[src/rtl/uart_settings.svh]
`ifndef UART_SETTINGS_SVH
`define UART_SETTINGS_SVH

`define UART_DIV_W          16    // bit duration counter width
`define UART_ADDR_W         3     // register address width

//////////////////////////////////////////////////////////////////////
// register offsets
`define UART_ADDR_CTRL      3'd0  // soft_rst, tx_en, rx_en
`define UART_ADDR_DIV       3'd1  // cycles per bit
`define UART_ADDR_TXDATA    3'd2  // write only
`define UART_ADDR_RXDATA    3'd3  // read clears rx_ready
`define UART_ADDR_STATUS    3'd4  // tx_ready, rx_ready

`endif

[src/rtl/uart_pkg.sv]
`include "uart_settings.svh"

package uart_pkg;

   typedef logic [`UART_DIV_W-1:0]  uart_div_t;   // bit duration in clocks
   typedef logic [7:0]              uart_byte_t;
   typedef logic [`UART_ADDR_W-1:0] uart_addr_t;

   typedef struct packed {
      logic        valid;   // single cycle strobe
      logic        we;
      uart_addr_t  addr;
      logic [15:0] wdata;
   } uart_bus_req_t;

   typedef struct packed {
      logic        rvalid;  // one cycle after the read
      logic [15:0] rdata;
   } uart_bus_rsp_t;

   typedef struct packed {
      logic soft_rst;
      logic tx_en;
      logic rx_en;
   } uart_ctrl_t;

   typedef enum logic [1:0] {TX_IDLE, TX_LOAD, TX_SEND} uart_tx_state_t;

   typedef enum logic [2:0] {
      RX_SYNC, RX_IDLE_HIGH, RX_WAIT_START, RX_START, RX_DATA
   } uart_rx_state_t;

endpackage

[src/rtl/uart_tx.sv]
`timescale 1ns/1ns

module uart_tx (
   input  logic                 clk_i,
   input  logic                 arst_i,
   input  logic                 soft_rst_i,
   input  logic                 tx_en_i,
   input  logic                 cts_i,
   input  logic                 tx_wr_i,
   input  uart_pkg::uart_byte_t tx_data_i,
   input  uart_pkg::uart_div_t  bit_duration_i,
   output logic                 tx_ready_o,
   output logic                 txd_o
);

   import uart_pkg::*;

   logic [1:0]     cts_sync_q;   // two stage synchronizer
   logic           run;
   uart_tx_state_t state_q;
   logic [9:0]     pattern_q;    // {stop, data, start}, lsb goes out first
   logic [3:0]     bit_cnt_q;
   uart_div_t      cyc_cnt_q;

   //////////////////////////////////////////////////////////////////////
   // clear to send

   always_ff @(posedge clk_i or negedge arst_i) begin
      if (!arst_i) begin
         cts_sync_q <= 2'b00;
      end else begin
         cts_sync_q <= {cts_sync_q[0], cts_i};
      end
   end

   assign run   = tx_en_i && cts_sync_q[1] && !soft_rst_i;
   assign txd_o = pattern_q[0];

   //////////////////////////////////////////////////////////////////////
   // frame sequencer

   always_ff @(posedge clk_i or negedge arst_i) begin
      if (!arst_i) begin
         state_q    <= TX_IDLE;
         tx_ready_o <= 1'b0;
         pattern_q  <= '1;
         bit_cnt_q  <= '0;
         cyc_cnt_q  <= '0;
      end else if (!run) begin              // disabled, soft reset or cts low
         state_q    <= TX_IDLE;
         tx_ready_o <= 1'b0;
         pattern_q  <= '1;                  // line back to idle high
         bit_cnt_q  <= '0;
         cyc_cnt_q  <= '0;
      end else begin
         case (state_q)
            TX_IDLE: begin
               tx_ready_o <= !tx_wr_i;
               bit_cnt_q  <= '0;
               cyc_cnt_q  <= uart_div_t'(1);
               if (tx_wr_i) begin
                  state_q <= TX_LOAD;
               end
            end

            TX_LOAD: begin
               pattern_q <= {1'b1, tx_data_i, 1'b0};
               state_q   <= TX_SEND;
            end

            TX_SEND: begin
               if (cyc_cnt_q == bit_duration_i) begin
                  cyc_cnt_q <= uart_div_t'(1);
                  if (bit_cnt_q == 4'd9) begin       // stop bit done
                     state_q <= TX_IDLE;
                  end else begin
                     pattern_q <= {1'b1, pattern_q[9:1]};  // shift in idle ones
                     bit_cnt_q <= bit_cnt_q + 4'd1;
                  end
               end else begin
                  cyc_cnt_q <= cyc_cnt_q + uart_div_t'(1);
               end
            end

            default: begin
               state_q <= TX_IDLE;
            end
         endcase
      end
   end

   //////////////////////////////////////////////////////////////////////
   // checks

   a_idle_line_high: assert property (
      @(posedge clk_i) disable iff (!arst_i)
      state_q == TX_IDLE |-> txd_o
   ) else $error("uart_tx: txd low while idle");

endmodule

[src/rtl/uart_rx.sv]
`timescale 1ns/1ns

module uart_rx (
   input  logic                 clk_i,
   input  logic                 arst_i,
   input  logic                 soft_rst_i,
   input  logic                 rx_en_i,
   input  logic                 rxd_i,
   input  logic                 rx_rd_i,
   input  uart_pkg::uart_div_t  bit_duration_i,
   output uart_pkg::uart_byte_t rx_data_o,
   output logic                 rx_ready_o,
   output logic                 rts_o
);

   import uart_pkg::*;

   uart_rx_state_t state_q;
   uart_div_t      cyc_cnt_q;
   uart_div_t      half_bit;
   logic [3:0]     bit_cnt_q;
   uart_byte_t     pattern_q;     // data bits, lsb arrives first
   logic           rx_on;
   logic           bit_end;
   logic           sample;
   logic           latch;

   assign rx_on    = rx_en_i && !soft_rst_i;
   assign half_bit = bit_duration_i >> 1;
   assign bit_end  = (cyc_cnt_q == bit_duration_i);

   // data bit sample and stop slot strobes
   assign sample = rx_on && (state_q == RX_DATA) && bit_end && (bit_cnt_q != 4'd8);
   assign latch  = rx_on && (state_q == RX_DATA) && bit_end && (bit_cnt_q == 4'd8);

   //////////////////////////////////////////////////////////////////////
   // receive sequencer

   always_ff @(posedge clk_i or negedge arst_i) begin
      if (!arst_i) begin
         state_q    <= RX_SYNC;
         cyc_cnt_q  <= uart_div_t'(1);
         bit_cnt_q  <= '0;
         rx_ready_o <= 1'b0;
         rts_o      <= 1'b0;
      end else if (!rx_on) begin
         state_q    <= RX_SYNC;
         cyc_cnt_q  <= uart_div_t'(1);
         bit_cnt_q  <= '0;
         rx_ready_o <= 1'b0;
         rts_o      <= 1'b0;
      end else begin
         rts_o <= 1'b1;                     // ready to accept data
         if (rx_rd_i) begin
            rx_ready_o <= 1'b0;             // a new byte below wins
         end

         case (state_q)
            RX_SYNC: begin
               cyc_cnt_q <= uart_div_t'(1);
               bit_cnt_q <= '0;
               if (rxd_i) begin
                  state_q <= RX_IDLE_HIGH;
               end
            end

            RX_IDLE_HIGH: begin
               cyc_cnt_q <= cyc_cnt_q + uart_div_t'(1);
               if (!rxd_i) begin
                  state_q <= RX_SYNC;       // line went low too early
               end else if (bit_end) begin
                  state_q <= RX_WAIT_START;
               end
            end

            RX_WAIT_START: begin
               cyc_cnt_q <= uart_div_t'(1);
               if (!rxd_i) begin
                  state_q <= RX_START;
               end
            end

            RX_START: begin
               if (cyc_cnt_q == half_bit) begin
                  cyc_cnt_q <= uart_div_t'(1);
                  // middle of the start bit must still be low
                  state_q   <= rxd_i ? RX_SYNC : RX_DATA;
               end else begin
                  cyc_cnt_q <= cyc_cnt_q + uart_div_t'(1);
               end
            end

            RX_DATA: begin
               if (bit_end) begin
                  cyc_cnt_q <= uart_div_t'(1);
                  if (bit_cnt_q == 4'd8) begin       // stop slot
                     rx_ready_o <= 1'b1;
                     bit_cnt_q  <= '0;
                     state_q    <= RX_WAIT_START;
                  end else begin
                     bit_cnt_q <= bit_cnt_q + 4'd1;
                  end
               end else begin
                  cyc_cnt_q <= cyc_cnt_q + uart_div_t'(1);
               end
            end

            default: begin
               state_q <= RX_SYNC;
            end
         endcase
      end
   end

   //////////////////////////////////////////////////////////////////////
   // data path

   always_ff @(posedge clk_i) begin
      if (sample) begin
         pattern_q <= {rxd_i, pattern_q[7:1]};
      end
      if (latch) begin
         rx_data_o <= pattern_q;            // hand the byte to the cpu
      end
   end

   a_ready_needs_enable: assert property (
      @(posedge clk_i) disable iff (!arst_i)
      $rose(rx_ready_o) |-> rx_en_i
   ) else $error("uart_rx: rx_ready rose with receiver disabled");

endmodule

[src/rtl/uart_regs.sv]
`timescale 1ns/1ns
`include "uart_settings.svh"

module uart_regs (
   input  logic                    clk_i,
   input  logic                    arst_i,
   input  uart_pkg::uart_bus_req_t bus_req_i,
   input  logic                    tx_ready_i,
   input  logic                    rx_ready_i,
   input  uart_pkg::uart_byte_t    rx_data_i,
   output uart_pkg::uart_bus_rsp_t bus_rsp_o,
   output uart_pkg::uart_ctrl_t    ctrl_o,
   output uart_pkg::uart_div_t     div_o,
   output uart_pkg::uart_byte_t    tx_data_o,
   output logic                    tx_wr_o,
   output logic                    rx_rd_o
);

   logic        wr;
   logic        rd;
   logic [15:0] rdata_d;
   logic        rvalid_q;
   logic [15:0] rdata_q;

   assign wr = bus_req_i.valid && bus_req_i.we;
   assign rd = bus_req_i.valid && !bus_req_i.we;

   // transmit write only goes through when the controller can take it
   assign tx_wr_o = wr && (bus_req_i.addr == `UART_ADDR_TXDATA) && tx_ready_i;
   assign rx_rd_o = rd && (bus_req_i.addr == `UART_ADDR_RXDATA);

   //////////////////////////////////////////////////////////////////////
   // write side

   always_ff @(posedge clk_i or negedge arst_i) begin
      if (!arst_i) begin
         ctrl_o <= '0;
         div_o  <= '0;
      end else begin
         ctrl_o.soft_rst <= 1'b0;           // self clearing pulse
         if (wr && (bus_req_i.addr == `UART_ADDR_CTRL)) begin
            ctrl_o.soft_rst <= bus_req_i.wdata[0];
            ctrl_o.tx_en    <= bus_req_i.wdata[1];
            ctrl_o.rx_en    <= bus_req_i.wdata[2];
         end
         if (wr && (bus_req_i.addr == `UART_ADDR_DIV)) begin
            div_o <= bus_req_i.wdata[`UART_DIV_W-1:0];
         end
      end
   end

   always_ff @(posedge clk_i) begin
      if (tx_wr_o) begin
         tx_data_o <= bus_req_i.wdata[7:0];
      end
   end

   //////////////////////////////////////////////////////////////////////
   // read side

   always_comb begin
      case (bus_req_i.addr)
         `UART_ADDR_CTRL:   rdata_d = {13'd0, ctrl_o.rx_en, ctrl_o.tx_en, ctrl_o.soft_rst};
         `UART_ADDR_DIV:    rdata_d = 16'(div_o);
         `UART_ADDR_RXDATA: rdata_d = {8'd0, rx_data_i};
         `UART_ADDR_STATUS: rdata_d = {14'd0, rx_ready_i, tx_ready_i};
         default:           rdata_d = '0;      // txdata reads as zero
      endcase
   end

   always_ff @(posedge clk_i or negedge arst_i) begin
      if (!arst_i) begin
         rvalid_q <= 1'b0;
      end else begin
         rvalid_q <= rd;
      end
   end

   always_ff @(posedge clk_i) begin
      if (rd) begin
         rdata_q <= rdata_d;
      end
   end

   assign bus_rsp_o.rvalid = rvalid_q;
   assign bus_rsp_o.rdata  = rdata_q;

endmodule

[src/rtl/uart_core.sv]
`timescale 1ns/1ns

module uart_core (
   input  logic                 clk_i,
   input  logic                 arst_i,
   input  uart_pkg::uart_ctrl_t ctrl_i,
   input  uart_pkg::uart_div_t  div_i,
   input  logic                 tx_wr_i,
   input  uart_pkg::uart_byte_t tx_data_i,
   input  logic                 rx_rd_i,
   input  logic                 rxd_i,
   input  logic                 cts_i,
   output logic                 tx_ready_o,
   output logic                 rx_ready_o,
   output uart_pkg::uart_byte_t rx_data_o,
   output logic                 txd_o,
   output logic                 rts_o
);

   import uart_pkg::*;

   uart_div_t div_eff;

   // keep half a bit above zero for the start check
   assign div_eff = (div_i < uart_div_t'(2)) ? uart_div_t'(2) : div_i;

   uart_tx u_tx (
      .clk_i          (clk_i),
      .arst_i         (arst_i),
      .soft_rst_i     (ctrl_i.soft_rst),
      .tx_en_i        (ctrl_i.tx_en),
      .cts_i          (cts_i),
      .tx_wr_i        (tx_wr_i),
      .tx_data_i      (tx_data_i),
      .bit_duration_i (div_eff),
      .tx_ready_o     (tx_ready_o),
      .txd_o          (txd_o)
   );

   uart_rx u_rx (
      .clk_i          (clk_i),
      .arst_i         (arst_i),
      .soft_rst_i     (ctrl_i.soft_rst),
      .rx_en_i        (ctrl_i.rx_en),
      .rxd_i          (rxd_i),
      .rx_rd_i        (rx_rd_i),
      .bit_duration_i (div_eff),
      .rx_data_o      (rx_data_o),
      .rx_ready_o     (rx_ready_o),
      .rts_o          (rts_o)
   );

   a_div_min: assert property (
      @(posedge clk_i) disable iff (!arst_i)
      (ctrl_i.tx_en || ctrl_i.rx_en) |-> (div_i >= uart_div_t'(2))
   ) else $error("uart_core: divisor below 2 while enabled");

endmodule

[src/rtl/uart_periph.sv]
`timescale 1ns/1ns

module uart_periph (
   input  logic                    clk_i,
   input  logic                    arst_i,
   input  uart_pkg::uart_bus_req_t bus_req_i,
   output uart_pkg::uart_bus_rsp_t bus_rsp_o,
   input  logic                    rxd_i,
   input  logic                    cts_i,
   output logic                    txd_o,
   output logic                    rts_o
);

   import uart_pkg::*;

   uart_ctrl_t ctrl;
   uart_div_t  div;
   uart_byte_t tx_data;
   uart_byte_t rx_data;
   logic       tx_wr;
   logic       rx_rd;
   logic       tx_ready;
   logic       rx_ready;

   uart_regs u_regs (
      .clk_i      (clk_i),
      .arst_i     (arst_i),
      .bus_req_i  (bus_req_i),
      .tx_ready_i (tx_ready),
      .rx_ready_i (rx_ready),
      .rx_data_i  (rx_data),
      .bus_rsp_o  (bus_rsp_o),
      .ctrl_o     (ctrl),
      .div_o      (div),
      .tx_data_o  (tx_data),
      .tx_wr_o    (tx_wr),
      .rx_rd_o    (rx_rd)
   );

   uart_core u_core (
      .clk_i      (clk_i),
      .arst_i     (arst_i),
      .ctrl_i     (ctrl),
      .div_i      (div),
      .tx_wr_i    (tx_wr),
      .tx_data_i  (tx_data),
      .rx_rd_i    (rx_rd),
      .rxd_i      (rxd_i),
      .cts_i      (cts_i),
      .tx_ready_o (tx_ready),
      .rx_ready_o (rx_ready),
      .rx_data_o  (rx_data),
      .txd_o      (txd_o),
      .rts_o      (rts_o)
   );

endmodule

[config.mk]
export PLATFORM = sky130hd
export DESIGN_NAME = uart_periph
export DESIGN_NICKNAME = d
export VERILOG_FILES = /design/src/rtl/uart_pkg.sv /design/src/rtl/uart_tx.sv /design/src/rtl/uart_rx.sv /design/src/rtl/uart_regs.sv /design/src/rtl/uart_core.sv /design/src/rtl/uart_periph.sv
export VERILOG_INCLUDE_DIRS = /design/src /design/src/rtl
export SDC_FILE = /design/constraint.sdc
export NUM_CORES = 1
export LEC_CHECK = 0
export ABC_AREA = 0
export BUFFER_PORTS_ARGS = -buffer_cell sky130_fd_sc_hd__clkbuf_2
export CORE_MARGIN = 10
export CORE_UTILIZATION = 45
export CTS_BUF_LIST = sky130_fd_sc_hd__clkbuf_16
export CTS_CLUSTER_DIAMETER = 120
export DETAILED_ROUTE_END_ITERATION = 8
export SLEW_MARGIN = 5
export SYNTH_ARGS = -nofsm -noshare
export SYNTH_HDL_FRONTEND = slang
export SYNTH_SLANG_ARGS = --single-unit
[constraint.sdc]
create_clock -name clk_i -period 5.96 [get_ports clk_i]
set_input_delay 1.788 -clock clk_i [delete_from_list [all_inputs] [get_ports clk_i]]
set_output_delay 1.788 -clock clk_i [all_outputs]
set_load 0.01 [all_outputs]
# Yosys cells after proc, flatten, opt, wreduce, memory -nomap -nowiden
# Cells that the tools add are included.
# word_totals
reg_bits	120
in_bits	25
out_inout_bits	19
elab_cells	127
# op_classes
n_addsub	4
magnitude_cmp	1
n_eq_ne	31
muxes	45
n_reduce_logical	26
# op_table
cell	count
$pmux W16 S4	2
$mux W16	6
$add A16 B1 Y16 const B	2
$eq A16 B16 Y1	2
$pmux W16 S2	1
$mux W10	3
$mux W3	10
$mux W4	6
$ne A3 B3 Y1 const B	8
$pmux W10 S2	1
$eq A16 B15 Y1	1
$lt A16 B2 Y1 const B	1
$pmux W4 S2	2
$pmux W3 S5	1
$logic_and A1 B1 Y1	14
$eq A3 B2 Y1 const B	4
$ne A3 B1 Y1 const B	3
$reduce_and A3 Y1	3
$add A4 B1 Y4 const B	2
$eq A4 B4 Y1 const B	2
$mux W1	8
$mux W2	4
$ne A4 B4 Y1 const B	2
$eq A3 B1 Y1 const B	2
other kinds (13)	17

# Logic depth before layout (Yosys ltp)
# depth
word_depth	8
mapped_depth	9
depth_no_buf	8

# Modules after synthesis
# From an unflattened synthesis, not the netlist that was laid out.
# hier_totals
cells_unflattened	603
hier_area_um2	6389.9
# modules_own_cells
mod	instances	cells_each	area_each_um2	seq_area_each_um2
uart_rx	1	227	2318.5	1107.3
uart_tx	1	246	2154.6	862.1
uart_regs	1	109	1799.2	1221.2
uart_core	1	21	117.6	0.0

# Worst setup path after synthesis
# Ideal clock, no wire load.
# synth_timing
path_kind	in2reg
startpoint	in bus_req_i[16] (netlist name)
endpoint	reg u_regs.div_o[10]
setup_time_ps	125
t_arrival_ps	3516
required_time_ps	5835
path_slack_ps	2320
stages	5
n_path_buf	2
cell_sequence	clkbuf_1 inv_1 nor4_2 clkbuf_1 mux2_2
# synth_between
elab_chain_len	2
# synth_lines
element	line	text
from (decl)	uart_periph.sv:6	input uart_pkg::uart_bus_req_t bus_req_i,
$eq A3 B1 Y1 (no source line)	--	
$logic_and A1 B1 Y1	uart_regs.sv:46	if (wr && (bus_req_i.addr == `UART_ADDR_DIV)) begin
to (signal assigned)	uart_regs.sv:47	div_o <= bus_req_i.wdata[`UART_DIV_W-1:0];
to (decl)	uart_regs.sv:13	output uart_pkg::uart_div_t div_o,
# No other way between the ends.
# A chain may end at the register's enable or synchronous reset.

# Final worst setup path
# layout_timing
startpoint	in bus_req_i[16] (netlist name)
endpoint	reg u_regs.div_o[11]
# Same word-level chain as after synthesis.

==> metrics.txt <==
status=complete, no violations; Die Span Y=137 um; Post-CTS Hold Buffers=0; dominant synthesized flop cell=dfrtp_1; R2R Path Start=u_regs.div_o[7]$_DFFE_PN0P_; Final #Nets=649; via-per-instance ratio=5.73; Critical Path AT=3.48 ns; RSZ-0062 raised after global routing=no; global-route usage over all layers=16.3%; crit path capture type=flop; DIE AREA=0.0189 sq mm; setup TNS=0 ns; Post-CTS Resized=0; required time at the worst-slack endpoint=6.26 ns; Reg-to-Reg End=u_core.u_tx.pattern_q[3]$_DFFE_PN1P_; Finish-stage setup viols=0; clock network latency to the later pin of the worst-skew pair=0.42 ns; DRT Wirelength=14600 um; worst-path fanout max=17; IO Port Bufs=43; Most Used Layer, Global Route=met2; final design utilization=52.5%; H-tree levels=4; IO Pins=44; Max Root-Sink Buffers=2; placed inst area=0.00646 sq mm; GRT overflow=0; core area=0.0134 sq mm; CTS root buf=clkbuf_16; Slew Limit Fails=0; fill cell count=1206; Cell Area, Synth=0.00620 sq mm; met1 Resource Use GR=21.4%; Synth Instances=600; Sink Count=119; Final Instance Area=0.00703 sq mm; cts bufs inserted=17; Die X=137 um; met2 Use GR=25.4%; DRT antenna net count=0; Avg Cell Area, Syn=10.3 sq um; Area Overhead vs Synth=13.3%; clock transition at the registers of the reported paths=0.06 ns; r2r setup slk=2.95 ns; total leakage power=0.00282 uW; PwrDens=320 mW/mm^2; CP startpoint=bus_req_i[16]; Synth Register Bits=119; Worst Max-Slew Pin Slew=1.07 ns; depth of the most critical reg-to-reg path=7; synth top area cells=dfrtp_1 28%, edfxtp_1 19%, dfstp_2 4.2%; Post-CTS Setup Repair Bufs=0; GR Layer Usage met3=4.44%; Critical Path Start Type=primary input; post-synthesis sequential area ratio=51.4%; first-pass GRT wire length=24200 um; worst min path class=reg -> reg; Setup crit end=u_regs.div_o[11]$_DFFE_PN0P_; WL per Instance=18.1 um; Max Cap Viol=0; Max VDD drop=0.210 mV; min cycle time layout=3.17 ns; GPL Wtd Cong=0.836; DR DRC count=0; leading post-synthesis cells by instance count=69 x dfrtp_1, 53 x nand2_1, 40 x edfxtp_1; DRT Pass-1 Iters=5; largest net degree at the start of global routing=80; Final Hold Vio Count=0; leading area contributor after synthesis=dfrtp_1; share of cells above drive strength 1=19.2%; antenna diode count=0; Unique masters post-synth=63; Post-synth ARST share=66.4%; Initial Utilization=46.3%; critical path class=in -> reg; number of enable flip-flop cells after synthesis=40; most frequent cell after synthesis=dfrtp_1; DR vias=4625; CTS tree=yes; post-detail-place hpwl=10100 um; Max-slew headroom=28.4%; period utilization=53.3%; row cnt=42; final hold slack=0.352 ns; Post-Syn Nets=631; Yosys top cell area share=27.8%; Max Fclk=315 MHz; number of global-route vias before repair=4527; synth warn=0; skew final=0.00639 ns; initial antenna violation count=0; Iter 0 DRT Violations=355
[power breakdown]
group          leakage (uW)  internal [uW]  switching, uW
Sequential          0.00140            890            102
Combinational       0.00115            127            149
Clock              0.000275            580            403
[metrics by stage]
| step | power, uW | instances | setup WS (ns) |
|---|---|---|---|
| 4_1_cts | 2270 | 807 | 2.79 |
| 3_3_place_gp | 1270 | 775 | 2.39 |
| 2_1_floorplan | 1200 | 600 | 2.32 |
| 6_report | 2250 | 807 | 2.79 |
| 3_5_place_dp | 1280 | 775 | 2.34 |
| 5_1_grt | 2350 | 807 | 2.60 |
[sequential cells by signal, summed over array words and instances, names as in the netlist, 8 cells and up]
register and count:
u_regs.div_o 16, u_core.u_tx.cyc_cnt_q 16, u_core.u_rx.cyc_cnt_q 16, u_core.u_rx.rx_data_o 8, u_core.u_tx.pattern_q 9, u_regs.rdata_q 16
u_regs.tx_data_o 8, u_core.u_rx.pattern_q 8
[placed cells by master (no fill, tap or decap), types with 19 or more instances in the layout]
cell type / Yosys / layout
dfrtp_1: 69 / 69
nand2_1: 53 / 53
clkbuf_2: 0 / 42
edfxtp_1: 40 / 40
nor2_1: 35 / 35
xor2_1: 28 / 28
o21ai_0: 23 / 23
nand3_1: 23 / 23
a21oi_1: 23 / 23
xnor2_1: 21 / 21
and3_1: 19 / 19
[kinds of logic after synthesis]
family | after synthesis | synth area share, %
adders and majority gates | 6 | 1.21
and+or+nand+nor | 208 | 17.6
AOI/OAI and AO/OA | 130 | 14.2
DFF | 119 | 51.4
buffers and inverters | 65 | 4.58
muxes | 23 | 4.07
xor gates and xnor gates | 49 | 6.92
[critical path, cell delays in order]
cell,delay (ns)
clkbuf_2,0.18
inv_1,0.14
nor4_4,0.93
mux2_2,0.42
[how the worst min path moves through the flow]
stage / slack (ns) / cells after the start / endpoint / from
after floorplan: 0.33 / 0 / u_core.u_tx.cts_sync_q[1]$_DFF_PN0_ / u_core.u_tx.cts_sync_q[0]$_DFF_PN0_
after global routing: 0.36 / 0 / u_core.u_tx.cts_sync_q[1]$_DFF_PN0_ / u_core.u_tx.cts_sync_q[0]$_DFF_PN0_
after global placement: 0.33 / 0 / u_core.u_tx.cts_sync_q[1]$_DFF_PN0_ / u_core.u_tx.cts_sync_q[0]$_DFF_PN0_
after CTS: 0.36 / 0 / u_core.u_tx.cts_sync_q[1]$_DFF_PN0_ / u_core.u_tx.cts_sync_q[0]$_DFF_PN0_
after detailed placement: 0.35 / 0 / u_core.u_tx.cts_sync_q[1]$_DFF_PN0_ / u_core.u_tx.cts_sync_q[0]$_DFF_PN0_
final: 0.35 / 0 / u_core.u_tx.cts_sync_q[1]$_DFF_PN0_ / u_core.u_tx.cts_sync_q[0]$_DFF_PN0_
[metal layers]
metal	up-vias	part of all wire, %
li1	2228	-
met5	-	0
met3	19	3.8
met4	0	1.1
met2	92	49
met1	2286	46
[final cells by class]
| class | instances | area, sq um | area share [%] |
|---|---|---|---|
| multi-input cells | 416 | 2740 | 39.0 |
| clock buffers | 17 | 425 | 6.05 |
| clock inverters | 15 | 146 | 2.08 |
| flip-flops and latches | 119 | 3190 | 45.4 |
| inverters | 19 | 73.8 | 1.05 |
| well taps | 176 | 220 | 3.13 |
| repair buffers | 45 | 233 | 3.31 |
Power figures use the tool's default switching activity.
